File: src/logic/ptw_pkg.sv
package ptw_pkg;

	// ==============================
	// Widths and sizes
	// ==============================

	localparam int VADR_W = 32;
	localparam int PADR_W = 32;
	localparam int ASID_W = 8;
	localparam int PPN_W = 20;
	localparam int PTE_W = 64;
	localparam int PERM_W = 4;
	localparam int MISSQ_SIZE = 8;
	localparam int QIDX_W = $clog2(MISSQ_SIZE);
	localparam int TRANBUF_SIZE = 16;
	localparam int TID_W = 4;
	localparam int MEM_CREDITS_MAX = 4;
	// The counter must be able to hold MEM_CREDITS_MAX itself
	localparam int MEM_CREDIT_W = $clog2(MEM_CREDITS_MAX + 1);

	// ==============================
	// Request and queue types
	// ==============================

	typedef struct packed {
		logic [ASID_W-1:0] asid;
		logic [VADR_W-1:0] vadr;
	} ptw_miss_req_t;

	// Level 1 is the root directory, level 0 holds the 4 KiB pages
	typedef struct packed {
		logic v;
		logic inflight;
		logic lvl;
		logic [ASID_W-1:0] asid;
		logic [VADR_W-1:0] vadr;
		logic [PPN_W-1:0] base;
	} ptw_miss_entry_t;

	typedef struct packed {
		logic [TID_W-1:0] tid;
		logic [PADR_W-1:0] padr;
	} ptw_mem_req_t;

	typedef struct packed {
		logic ack;
		logic [TID_W-1:0] tid;
		logic [127:0] dat;
	} ptw_mem_resp_t;

	// ==============================
	// Page table entry
	// ==============================

	// Valid sits in bit 0 and the leaf flag in bit 1 for both views
	typedef struct packed {
		logic [31:0] rsvd_hi;
		logic [PPN_W-1:0] ppn;
		logic [5:0] rsvd;
		logic [PERM_W-1:0] perm;
		logic is_leaf;
		logic v;
	} ptw_pte_leaf_t;

	typedef struct packed {
		logic [31:0] rsvd_hi;
		logic [PPN_W-1:0] ntp;
		logic [9:0] rsvd;
		logic is_leaf;
		logic v;
	} ptw_pte_dir_t;

	typedef union packed {
		ptw_pte_leaf_t leaf;
		ptw_pte_dir_t dir;
	} ptw_pte_t;

	typedef struct packed {
		logic v;
		logic rdy;
		logic [TID_W-1:0] tid;
		logic [QIDX_W-1:0] qidx;
		logic [PADR_W-1:0] padr;
		ptw_pte_t pte;
	} ptw_tran_buf_t;

	typedef struct packed {
		logic [ASID_W-1:0] asid;
		logic [PPN_W-1:0] vpn;
		logic [PPN_W-1:0] ppn;
		logic [PERM_W-1:0] perm;
		logic fault;
	} tlb_update_t;

endpackage

File: src/logic/ptw_miss_queue.sv
`timescale 1ns/1ps

module ptw_miss_queue (
	input logic clk,
	input logic rst,
	input logic miss_valid,
	input ptw_pkg::ptw_miss_req_t miss_req,
	input logic [ptw_pkg::PPN_W-1:0] root_base,
	input logic issue,
	input logic step_valid,
	input logic [ptw_pkg::QIDX_W-1:0] step_idx,
	input logic [ptw_pkg::PPN_W-1:0] step_base,
	input logic retire_valid,
	input logic [ptw_pkg::QIDX_W-1:0] retire_idx,
	output ptw_pkg::ptw_miss_entry_t [ptw_pkg::MISSQ_SIZE-1:0] entries,
	output logic [ptw_pkg::QIDX_W-1:0] sel_qe,
	output logic sel_none,
	output logic [ptw_pkg::PADR_W-1:0] ent_padr
);

	import ptw_pkg::*;

	logic [QIDX_W-1:0] free_idx;
	logic free_none;
	ptw_miss_entry_t sel_ent;
	logic [9:0] vidx;

	// ==============================
	// Entry selection
	// ==============================

	// Lowest free entry takes the next miss
	// The requester's credits keep the queue from overflowing, but a miss
	// that finds no room is dropped rather than overwriting a live entry
	always_comb begin
		free_idx = '0;
		free_none = 1'b1;
		for (int i = MISSQ_SIZE - 1; i >= 0; i--) begin
			if (!entries[i].v) begin
				free_idx = QIDX_W'(i);
				free_none = 1'b0;
			end
		end
	end

	// Lowest valid entry with no read outstanding goes out next
	always_comb begin
		sel_qe = '0;
		sel_none = 1'b1;
		for (int i = MISSQ_SIZE - 1; i >= 0; i--) begin
			if (entries[i].v && !entries[i].inflight) begin
				sel_qe = QIDX_W'(i);
				sel_none = 1'b0;
			end
		end
	end

	// ==============================
	// Entry address
	// ==============================

	// Each level consumes ten bits of the virtual page number
	assign sel_ent = entries[sel_qe];
	assign vidx = sel_ent.lvl ? sel_ent.vadr[31:22] : sel_ent.vadr[21:12];

	// Table base is a page number, entries are eight bytes wide
	assign ent_padr = {sel_ent.base, 12'h000} + {{(PADR_W - 13){1'b0}}, vidx, 3'b000};

	// ==============================
	// Queue state
	// ==============================

	always_ff @(posedge clk) begin
		if (rst) begin
			for (int i = 0; i < MISSQ_SIZE; i++) begin
				entries[i].v <= 1'b0;
				entries[i].inflight <= 1'b0;
			end
		end else begin
			// A fresh miss always starts from the root directory
			if (miss_valid && !free_none) begin
				entries[free_idx].v <= 1'b1;
				entries[free_idx].inflight <= 1'b0;
				entries[free_idx].lvl <= 1'b1;
				entries[free_idx].asid <= miss_req.asid;
				entries[free_idx].vadr <= miss_req.vadr;
				entries[free_idx].base <= root_base;
			end

			// The buffer took the selected entry's read this cycle
			if (issue)
				entries[sel_qe].inflight <= 1'b1;

			// Directory hit at level 1, so walk on into the next table
			if (step_valid) begin
				entries[step_idx].lvl <= 1'b0;
				entries[step_idx].base <= step_base;
				entries[step_idx].inflight <= 1'b0;
			end

			// Walk finished, the entry becomes free for a new miss
			if (retire_valid) begin
				entries[retire_idx].v <= 1'b0;
				entries[retire_idx].inflight <= 1'b0;
			end
		end
	end

endmodule

File: src/logic/ptw_tran_buffer.sv
`timescale 1ns/1ps

module ptw_tran_buffer (
	input logic clk,
	input logic rst,
	input logic [ptw_pkg::QIDX_W-1:0] sel_qe,
	input logic sel_none,
	input logic [ptw_pkg::PADR_W-1:0] ent_padr,
	input logic mem_credit,
	input ptw_pkg::ptw_mem_resp_t mem_resp,
	input logic [ptw_pkg::TID_W-1:0] sel_tran,
	input logic sel_tran_none,
	output ptw_pkg::ptw_tran_buf_t [ptw_pkg::TRANBUF_SIZE-1:0] tranbuf,
	output logic issue,
	output logic mem_req_valid,
	output ptw_pkg::ptw_mem_req_t mem_req
);

	import ptw_pkg::*;

	logic [TID_W-1:0] next_tid;
	logic [MEM_CREDIT_W-1:0] mem_cred;
	logic resp_hit;
	ptw_tran_buf_t resp_slot;

	// A read goes out only with a credit in hand and the id's slot idle
	// Slot index and transaction id are the same number
	assign issue = !sel_none && (mem_cred != '0) && !tranbuf[next_tid].v;

	// ==============================
	// Response matching
	// ==============================

	// Id 0 is never handed out, so it can never match a live slot
	// The slot must also still be waiting, otherwise the response is stale
	assign resp_slot = tranbuf[mem_resp.tid];
	assign resp_hit = mem_resp.ack && (mem_resp.tid != '0) &&
		(mem_resp.tid == resp_slot.tid) && resp_slot.v && !resp_slot.rdy;

	// ==============================
	// Credits, ids and request port
	// ==============================

	always_ff @(posedge clk) begin
		if (rst) begin
			next_tid <= TID_W'(1);
			mem_cred <= '0;
			mem_req_valid <= 1'b0;
		end else begin
			// Credit returns and spends may land on the same edge
			mem_cred <= mem_cred + MEM_CREDIT_W'(mem_credit) - MEM_CREDIT_W'(issue);
			mem_req_valid <= issue;
			if (issue) begin
				// Ids run 1 to 15 and then wrap back to 1
				if (&next_tid)
					next_tid <= TID_W'(1);
				else
					next_tid <= next_tid + TID_W'(1);
			end
		end
	end

	// Request payload follows mem_req_valid
	always_ff @(posedge clk) begin
		if (issue) begin
			mem_req.tid <= next_tid;
			mem_req.padr <= ent_padr;
		end
	end

	// ==============================
	// Slot state
	// ==============================

	always_ff @(posedge clk) begin
		if (rst) begin
			for (int i = 0; i < TRANBUF_SIZE; i++) begin
				tranbuf[i].v <= 1'b0;
				tranbuf[i].rdy <= 1'b0;
			end
		end else begin
			// Record the outstanding read against its queue entry
			if (issue) begin
				tranbuf[next_tid].v <= 1'b1;
				tranbuf[next_tid].rdy <= 1'b0;
				tranbuf[next_tid].tid <= next_tid;
				tranbuf[next_tid].qidx <= sel_qe;
				tranbuf[next_tid].padr <= ent_padr;
			end

			// Address bit 3 picks which half of the 128-bit word holds the entry
			if (resp_hit) begin
				tranbuf[mem_resp.tid].pte <= resp_slot.padr[3] ? mem_resp.dat[127:64]
					: mem_resp.dat[63:0];
				tranbuf[mem_resp.tid].rdy <= 1'b1;
			end

			// Resolver consumed this slot
			if (!sel_tran_none) begin
				tranbuf[sel_tran].v <= 1'b0;
				tranbuf[sel_tran].rdy <= 1'b0;
			end
		end
	end

endmodule

File: src/logic/ptw_resolver.sv
`timescale 1ns/1ps

module ptw_resolver (
	input logic clk,
	input logic rst,
	input ptw_pkg::ptw_tran_buf_t [ptw_pkg::TRANBUF_SIZE-1:0] tranbuf,
	input ptw_pkg::ptw_miss_entry_t [ptw_pkg::MISSQ_SIZE-1:0] entries,
	output logic [ptw_pkg::TID_W-1:0] sel_tran,
	output logic sel_tran_none,
	output logic step_valid,
	output logic [ptw_pkg::QIDX_W-1:0] step_idx,
	output logic [ptw_pkg::PPN_W-1:0] step_base,
	output logic retire_valid,
	output logic [ptw_pkg::QIDX_W-1:0] retire_idx,
	output logic miss_credit,
	output logic tlb_valid,
	output ptw_pkg::tlb_update_t tlb_update
);

	import ptw_pkg::*;

	ptw_tran_buf_t slot;
	ptw_pte_t pte;
	ptw_miss_entry_t ent;
	logic do_step;
	tlb_update_t upd;

	// ==============================
	// Slot pick
	// ==============================

	// One slot per cycle, lowest index wins
	always_comb begin
		sel_tran = '0;
		sel_tran_none = 1'b1;
		for (int i = TRANBUF_SIZE - 1; i >= 0; i--) begin
			if (tranbuf[i].v && tranbuf[i].rdy) begin
				sel_tran = TID_W'(i);
				sel_tran_none = 1'b0;
			end
		end
	end

	assign slot = tranbuf[sel_tran];
	assign pte = slot.pte;
	assign ent = entries[slot.qidx];

	// ==============================
	// Entry decode
	// ==============================

	// Valid and leaf flags sit at the same place in both views
	always_comb begin
		do_step = 1'b0;
		upd.asid = ent.asid;
		upd.vpn = ent.vadr[31:12];
		upd.ppn = '0;
		upd.perm = '0;
		upd.fault = 1'b1;
		if (pte.leaf.v && pte.leaf.is_leaf) begin
			upd.fault = 1'b0;
			upd.perm = pte.leaf.perm;
			// A level 1 leaf maps 4 MiB, so the low ten page bits come from the VA
			if (ent.lvl)
				upd.ppn = {pte.leaf.ppn[PPN_W-1:10], ent.vadr[21:12]};
			else
				upd.ppn = pte.leaf.ppn;
		end else if (pte.dir.v && ent.lvl) begin
			do_step = 1'b1;
		end
		// Anything else is a fault, either an invalid entry or a directory at level 0
	end

	// Commands reach the miss queue on the edge that frees the slot
	assign step_valid = !sel_tran_none && do_step;
	assign step_idx = slot.qidx;
	assign step_base = pte.dir.ntp;
	assign retire_valid = !sel_tran_none && !do_step;
	assign retire_idx = slot.qidx;

	// ==============================
	// TLB update and credit return
	// ==============================

	always_ff @(posedge clk) begin
		if (rst) begin
			tlb_valid <= 1'b0;
			miss_credit <= 1'b0;
		end else begin
			// Every finished walk frees a queue entry and hands back one credit
			tlb_valid <= retire_valid;
			miss_credit <= retire_valid;
		end
	end

	always_ff @(posedge clk) begin
		if (retire_valid)
			tlb_update <= upd;
	end

endmodule

File: src/logic/ptw_top.sv
`timescale 1ns/1ps

module ptw_top (
	input logic clk,
	input logic rst,
	input logic miss_valid,
	input ptw_pkg::ptw_miss_req_t miss_req,
	output logic miss_credit,
	output logic mem_req_valid,
	output ptw_pkg::ptw_mem_req_t mem_req,
	input logic mem_credit,
	input ptw_pkg::ptw_mem_resp_t mem_resp,
	output logic tlb_valid,
	output ptw_pkg::tlb_update_t tlb_update,
	input logic [ptw_pkg::PPN_W-1:0] root_base
);

	import ptw_pkg::*;

	// ==============================
	// Internal wiring
	// ==============================

	// Miss queue to buffer
	ptw_miss_entry_t [MISSQ_SIZE-1:0] entries;
	logic [QIDX_W-1:0] sel_qe;
	logic sel_none;
	logic [PADR_W-1:0] ent_padr;
	logic issue;

	// Buffer to resolver
	ptw_tran_buf_t [TRANBUF_SIZE-1:0] tranbuf;
	logic [TID_W-1:0] sel_tran;
	logic sel_tran_none;

	// Resolver back to the miss queue
	logic step_valid;
	logic [QIDX_W-1:0] step_idx;
	logic [PPN_W-1:0] step_base;
	logic retire_valid;
	logic [QIDX_W-1:0] retire_idx;

	// ==============================
	// Instances
	// ==============================

	ptw_miss_queue u_miss_queue (
		.clk(clk),
		.rst(rst),
		.miss_valid(miss_valid),
		.miss_req(miss_req),
		.root_base(root_base),
		.issue(issue),
		.step_valid(step_valid),
		.step_idx(step_idx),
		.step_base(step_base),
		.retire_valid(retire_valid),
		.retire_idx(retire_idx),
		.entries(entries),
		.sel_qe(sel_qe),
		.sel_none(sel_none),
		.ent_padr(ent_padr)
	);

	ptw_tran_buffer u_tran_buffer (
		.clk(clk),
		.rst(rst),
		.sel_qe(sel_qe),
		.sel_none(sel_none),
		.ent_padr(ent_padr),
		.mem_credit(mem_credit),
		.mem_resp(mem_resp),
		.sel_tran(sel_tran),
		.sel_tran_none(sel_tran_none),
		.tranbuf(tranbuf),
		.issue(issue),
		.mem_req_valid(mem_req_valid),
		.mem_req(mem_req)
	);

	ptw_resolver u_resolver (
		.clk(clk),
		.rst(rst),
		.tranbuf(tranbuf),
		.entries(entries),
		.sel_tran(sel_tran),
		.sel_tran_none(sel_tran_none),
		.step_valid(step_valid),
		.step_idx(step_idx),
		.step_base(step_base),
		.retire_valid(retire_valid),
		.retire_idx(retire_idx),
		.miss_credit(miss_credit),
		.tlb_valid(tlb_valid),
		.tlb_update(tlb_update)
	);

endmodule

File: config.mk
export PLATFORM = sky130hd
export DESIGN_NAME = ptw_top
export DESIGN_NICKNAME = d
export VERILOG_FILES = /design/src/logic/ptw_pkg.sv /design/src/logic/ptw_miss_queue.sv /design/src/logic/ptw_tran_buffer.sv /design/src/logic/ptw_resolver.sv /design/src/logic/ptw_top.sv
export SDC_FILE = /design/constraint.sdc
export NUM_CORES = 2
export LEC_CHECK = 0
export ABC_CLOCK_PERIOD_IN_PS = 14500
export BUFFER_PORTS_ARGS = -buffer_cell sky130_fd_sc_hd__buf_2
export CAP_MARGIN = 20
export CORE_UTILIZATION = 30
export CTS_BUF_LIST = sky130_fd_sc_hd__clkbuf_8
export CTS_CLUSTER_SIZE = 8
export DETAILED_ROUTE_END_ITERATION = 12
export GPL_TIMING_DRIVEN = 1
export SLEW_MARGIN = 20
export SYNTH_ARGS = -nofsm -noshare
export SYNTH_HDL_FRONTEND = slang
export SYNTH_SLANG_ARGS = --single-unit
File: constraint.sdc
create_clock -name clk -period 14.5 [get_ports clk]
set_input_delay 2.175 -clock clk [delete_from_list [all_inputs] [get_ports clk]]
set_output_delay 2.175 -clock clk [all_outputs]
set_load 0.01 [all_outputs]
**Word-level counts from Yosys, hierarchy flattened**

Index checks and enable logic that the tools add are counted.
W data, S select, Z words.

- Flip-flop bits (word level): 2,282
- Output and inout port bits: 92
- Input bits: 197

- Multiplexer cells: 154
- Add/sub/neg operators: 4
- Equal/unequal tests: 1
- Reduce and logical (&&, ||, !) cells: 58
- $lt $le $gt $ge: 12

Operators by type and width:

| cell | count |
|---|---|
| $bwmux W1680 | 9 |
| $mux W1680 | 5 |
| $bwmux W504 | 12 |
| $demux W105 S4 | 9 |
| $mux W504 | 7 |
| $demux W63 S3 | 11 |
| $bmux W105 S4 | 3 |
| $mux W105 | 4 |
| $bmux W63 S3 | 2 |
| $mux W104 | 3 |
| $mux W61 | 4 |
| $mux W99 | 2 |
| $mux W62 | 3 |
| $mux W64 | 2 |
| $mux W63 | 2 |
| $mux W103 | 1 |
| $mux W96 | 1 |
| $mux W4 | 17 |
| $mux W60 | 1 |
| $mux W52 | 1 |
| $mux W3 | 16 |
| $logic_and A1 B1 Y1 | 41 |
| $mux W20 | 2 |
| $mux W1 | 35 |
| 14 further kinds | 36 |

**Longest topological paths before layout**

- Depth in word-level cells: 31
- Depth in mapped cells: 21
- Depth with buffers taken out: 19

**Cells and area by module**

From an unflattened synthesis, not the netlist that was laid out.

- Cells, all modules: 5,391
- Area, all modules: 86,221.4 µm²

Modules (own cells, without submodules):

| module | cells an instance | area an instance (µm²) | times used | sequential area each (µm²) |
|---|---|---|---|---|
| ptw_tran_buffer | 2,148 | 54,628.6 | 1 | 51,369.3 |
| ptw_miss_queue | 1,767 | 22,311.4 | 1 | 14,974.4 |
| ptw_resolver | 1,476 | 9,281.4 | 1 | 1,611.5 |

**Least setup slack after synthesis**

OpenSTA, ideal clock, no wires.

- Path type: input to register
- Start point: input port rst
- End point: register (tool-made name)
- Setup slack: 5.430 ns
- Data arrival time: 8.695 ns
- Stages: 6
- Library setup time: 0.375 ns
- Required time: 14.125 ns
- Cells stage by stage: clkbuf_1 > inv_1 > clkbuf_1 > clkbuf_1 > nand2_1 > nor2_1

RTL lines:

| what | RTL line | source |
|---|---|---|
| start, declared | ptw_top.sv:5 | `input logic rst,` |

**Final worst setup path**

- Start point: register, netlist name u_miss_queue.entries[251]
- End point: register, netlist name u_tran_buffer.mem_req[31]

- Longest elaborated chain between the ends: 9

Ends and longest elaborated chain:

| what | RTL line | source |
|---|---|---|
| $logic_and A1 B1 Y1 * | ptw_miss_queue.sv:51 | `if (entries[i].v && !entries[i].inflight) begin` |
| $mux W3 * (4 in series) | ptw_miss_queue.sv:51 |  |
| $bmux W63 S3 * | ptw_miss_queue.sv:63 | `assign sel_ent = entries[sel_qe];` |
| $mux W61 (not written as such) * | ptw_miss_queue.sv:63 |  |
| $mux W10 | ptw_miss_queue.sv:64 | `assign vidx = sel_ent.lvl ? sel_ent.vadr[31:22] : sel_ent.vadr[21:12];` |
| $add A32 B13 Y32 * | ptw_miss_queue.sv:67 | `assign ent_padr = {sel_ent.base, 12'h000} + {{(PADR_W - 13){1'b0}}, vidx, 3'b000};` |
| net ent_padr[31] | ptw_top.sv:28 | `logic [PADR_W-1:0] ent_padr;` |

The timed path passes the listed nets; every way through them passes the cells marked *. The select of a mux whose other input is x is not followed.
A chain may end at the register's enable or synchronous reset.

==> insert_results.sql <==
INSERT INTO impl_metrics (metric_group, metric, value, unit) VALUES
('outcome', 'run_status', 'finished clean', ''),
('route', 'drt-initial-drc-count', '2952', ''),
('route', 'drt.antenna.violating_nets', '0', ''),
('power_and_ir_drop', 'peak_vdd_ir', '0.0848', 'mV'),
('placed_design', 'finalWeightedCongestion', '0.843', ''),
('clocking', 'post-cts-setup-buffer-count', '0', ''),
('cells_and_area', 'sequential_cell_area', '31800', 'um2'),
('worst_setup_path', 'cp_max_fo', '66', ''),
('cells_and_area', 'nFillCells', '14900', ''),
('floorplan', 'die_height', '399', 'um'),
('worst_setup_path', 'timing.critical_path.slowest_cell_delay', '920', 'ps'),
('worst_setup_path', 'cp.required', '15070', 'ps'),
('sta', 'final-setup-viol-count', '0', ''),
('floorplan', 'start_util', '30.2', '%'),
('global_route', 'antenna_found_initial', '24', ''),
('synth', 'cells_after_synthesis', '3044', ''),
('clocking', 'clk_pin_slew_worst_paths', '60', 'ps'),
('route', 'drt_first_pass_iters', '6', ''),
('synth', 'postSynth.asyncResetShare', '0', '%'),
('floorplan', 'ioPinCount', '289', ''),
('power_and_ir_drop', 'internal_power', '4.98', 'mW'),
('job', 'cap_violations', '0', ''),
('global_route', 'track_usage', '17.1', '%'),
('synth', 'synth.yosys.seq_area_share', '67.3', '%'),
('synth', 'synth.cell_area', '47200', 'um2'),
('worst_setup_path', 'cp_data_arrival_time', '7330', 'ps'),
('floorplan', 'chipWidth', '399', 'um'),
('sta', 'rsz0062_at_grt', 'no', ''),
('worst_setup_path', 'critical_path.top_delay_family', 'buffers and inverters', ''),
('synth', 'synth-edff-count', '1020', ''),
('worst_setup_path', 'regToRegStartpoint', 'u_miss_queue.entries[251]', ''),
('worst_hold_path', 'min-delay-start', 'u_tran_buffer.tranbuf[103]', ''),
('worst_setup_path', 'critical_path.endpoint_type', 'register', ''),
('power_and_ir_drop', 'clkPwrFrac', '37.7', '%'),
('sta', 'finalWorstPathRequiredPeriod', '6760', 'ps'),
('clocking', 'cts_root_buffer_type', 'clkbuf_8', ''),
('sta', 'finalMaxSlewViolations', '0', ''),
('worst_setup_path', 'cp.buffers_inverters', '5', ''),
('sta', 'fmax', '0.148', 'GHz'),
('sta', 'worst_max_slew_pin_slew', '1210', 'ps'),
('synth', 'synth_cell_types', '85', ''),
('route', 'routed-via-count', '29200', ''),
('floorplan', 'design.core.area', '156000', 'um2'),
('route', 'post_drt_via_cell_ratio', '5.27', ''),
('route', 'wl_per_cell', '24.9', 'um'),
('synth', 'synth_ff_type', 'edfxtp_1', ''),
('synth', 'ys_ff_latch', '1077', ''),
('sta', 'fin_worst_skew', '54.6', 'ps'),
('clocking', 'cts-buffers-inserted', '180', ''),
('route', 'remaining_drc_errors', '0', ''),
('worst_setup_path', 'worstSetupStartpointType', 'register', ''),
('worst_setup_path', 'startpoint', 'u_miss_queue.entries[251]', ''),
('cells_and_area', 'final_net_count', '3547', ''),
('power_and_ir_drop', 'total_power', '6.67', 'mW'),
('placed_design', 'place_inst', '5214', ''),
('power_and_ir_drop', 'logic_gate_share_of_total_power', '8.3', '%'),
('synth', 'synth.yosys.warnings', '0', ''),
('sta', 'final.period_utilization', '46.6', '%'),
('worst_setup_path', 'slowest_stage', 'nor3_1', ''),
('synth', 'syn_avg_cell_area', '15.5', 'um2'),
('clocking', 'tritoncts', 'built', ''),
('sta', 'maxSlewHeadroom', '19.4', '%'),
('global_route', 'grt_pass1_wl', '198', 'mm'),
('clocking', 'clk_path_buf_depth', '3', ''),
('global_route', 'pin_count_of_the_biggest_net_entering_global_routing', '75', ''),
('power_and_ir_drop', 'power.sequential.fraction', '54.0', '%'),
('floorplan', 'die-area', '159000', 'um2'),
('worst_hold_path', 'worst_hold_path_type', 'register to register', ''),
('floorplan', 'floorplan.rows', '145', ''),
('power_and_ir_drop', 'total_leakage_power', '19.2', 'nW'),
('cells_and_area', 'layout-drive-gt1-share', '23.4', '%');
stage by stage:
stage | area [um2] | util [%] | worst slack [ps]
after floorplan | 47300 | - | 5430
after global placement | 50900 | 32.6 | 7870
after detailed placement | 50900 | 32.6 | 7900
after CTS | 54200 | 34.7 | 7920
after global routing | 54300 | 34.7 | 7610
final | 54300 | 34.8 | 7740
worst paths after layout:
check / end / slack [ps] / cells past startpoint
max: u_tran_buffer.mem_req[31] / 7740 / 19
min: u_tran_buffer.tranbuf[103] / 510 / 2
max reg2reg: u_tran_buffer.mem_req[31] / 7740 / 19
min reg2reg: u_tran_buffer.tranbuf[103] / 510 / 2
layer usage:
metal,vias to the layer above,track usage (%),part of all wire [%]
met5,-,0,0.088
met4,16,5.68,2.4
met3,257,4.05,8.6
met2,1336,26.7,47
met1,14900,23.1,42
li1,12700,-,-
worst reg2reg max path, cell delays in order (launching register included):
cell,delay (ps)
dfxtp_1,460
inv_1,150
nor2_1,170
a21oi_1,100
o21ai_4,130
buf_4,610
nand2_4,350
inv_4,590
buf_4,850
o211ai_1,170
nand3_1,100
buf_4,330
nor4_1,160
a21oi_1,170
ha_1,300
o41ai_1,150
nor2_1,270
nand4b_1,270
nor3_1,920
xnor2_1,200
final cells by class:
| type | instances | share of cell area (%) |
|---|---|---|
| clock inverters | 132 | 1.33 |
| repair buffers | 305 | 3.40 |
| flip-flops and latches | 1077 | 58.5 |
| inverters | 31 | 0.228 |
| well taps | 2058 | 4.74 |
| clock buffers | 187 | 4.74 |
| diodes | 8 | 0.0369 |
| multi-input cells | 1746 | 27.0 |
power groups by stage:
stage	Sequential (mW)	Combinational, mW	Clock (mW)
2_1_floorplan	3.66	0.312	0
3_3_place_gp	3.66	0.535	0
3_5_place_dp	3.67	0.551	0
4_1_cts	3.60	0.553	2.57
5_1_grt	3.61	0.597	2.70
6_report	3.60	0.554	2.52
logic make-up (layout without fill, tap and decap cells):
family          Yosys count  in the layout  synth area share [%]
fa+ha+maj                 9              9                 0.254
other cells               1             37               0.00794
xor+xnor                 25             25                 0.464
mux                     538            538                  15.0
buf+inv                 249            655                  2.58
simple gates            611            611                  6.59
flops                  1077           1077                  67.3
compound gates          534            534                  7.79
Yosys cell counts (all sizes together), types with 13 or more instances:
| cell | count | area, um2 |
|---|---|---|
| a221oi | 42 | 493 |
| mux2 | 56 | 631 |
| dfxtp | 57 | 1140 |
| nand2 | 234 | 891 |
| a31oi | 14 | 87.6 |
| a2111oi | 17 | 154 |
| nor4 | 36 | 292 |
| o22ai | 16 | 100 |
| o21a | 14 | 105 |
| a21oi | 186 | 946 |
| nand4 | 24 | 150 |
| mux2i | 351 | 3510 |
| nand3b | 13 | 198 |
| nand3 | 96 | 480 |
| xnor2 | 18 | 158 |
| o21ai | 78 | 398 |
| nor2b | 16 | 100 |
| inv | 31 | 116 |
| clkbuf | 104 | 390 |
| nor3 | 52 | 329 |
| a22o | 32 | 283 |
| edfxtp | 1020 | 30600 |
| mux4 | 131 | 2950 |
| a22oi | 82 | 641 |
| buf | 114 | 712 |
| nor2 | 97 | 385 |
Note: power is estimated with default switching activity, not from simulation.
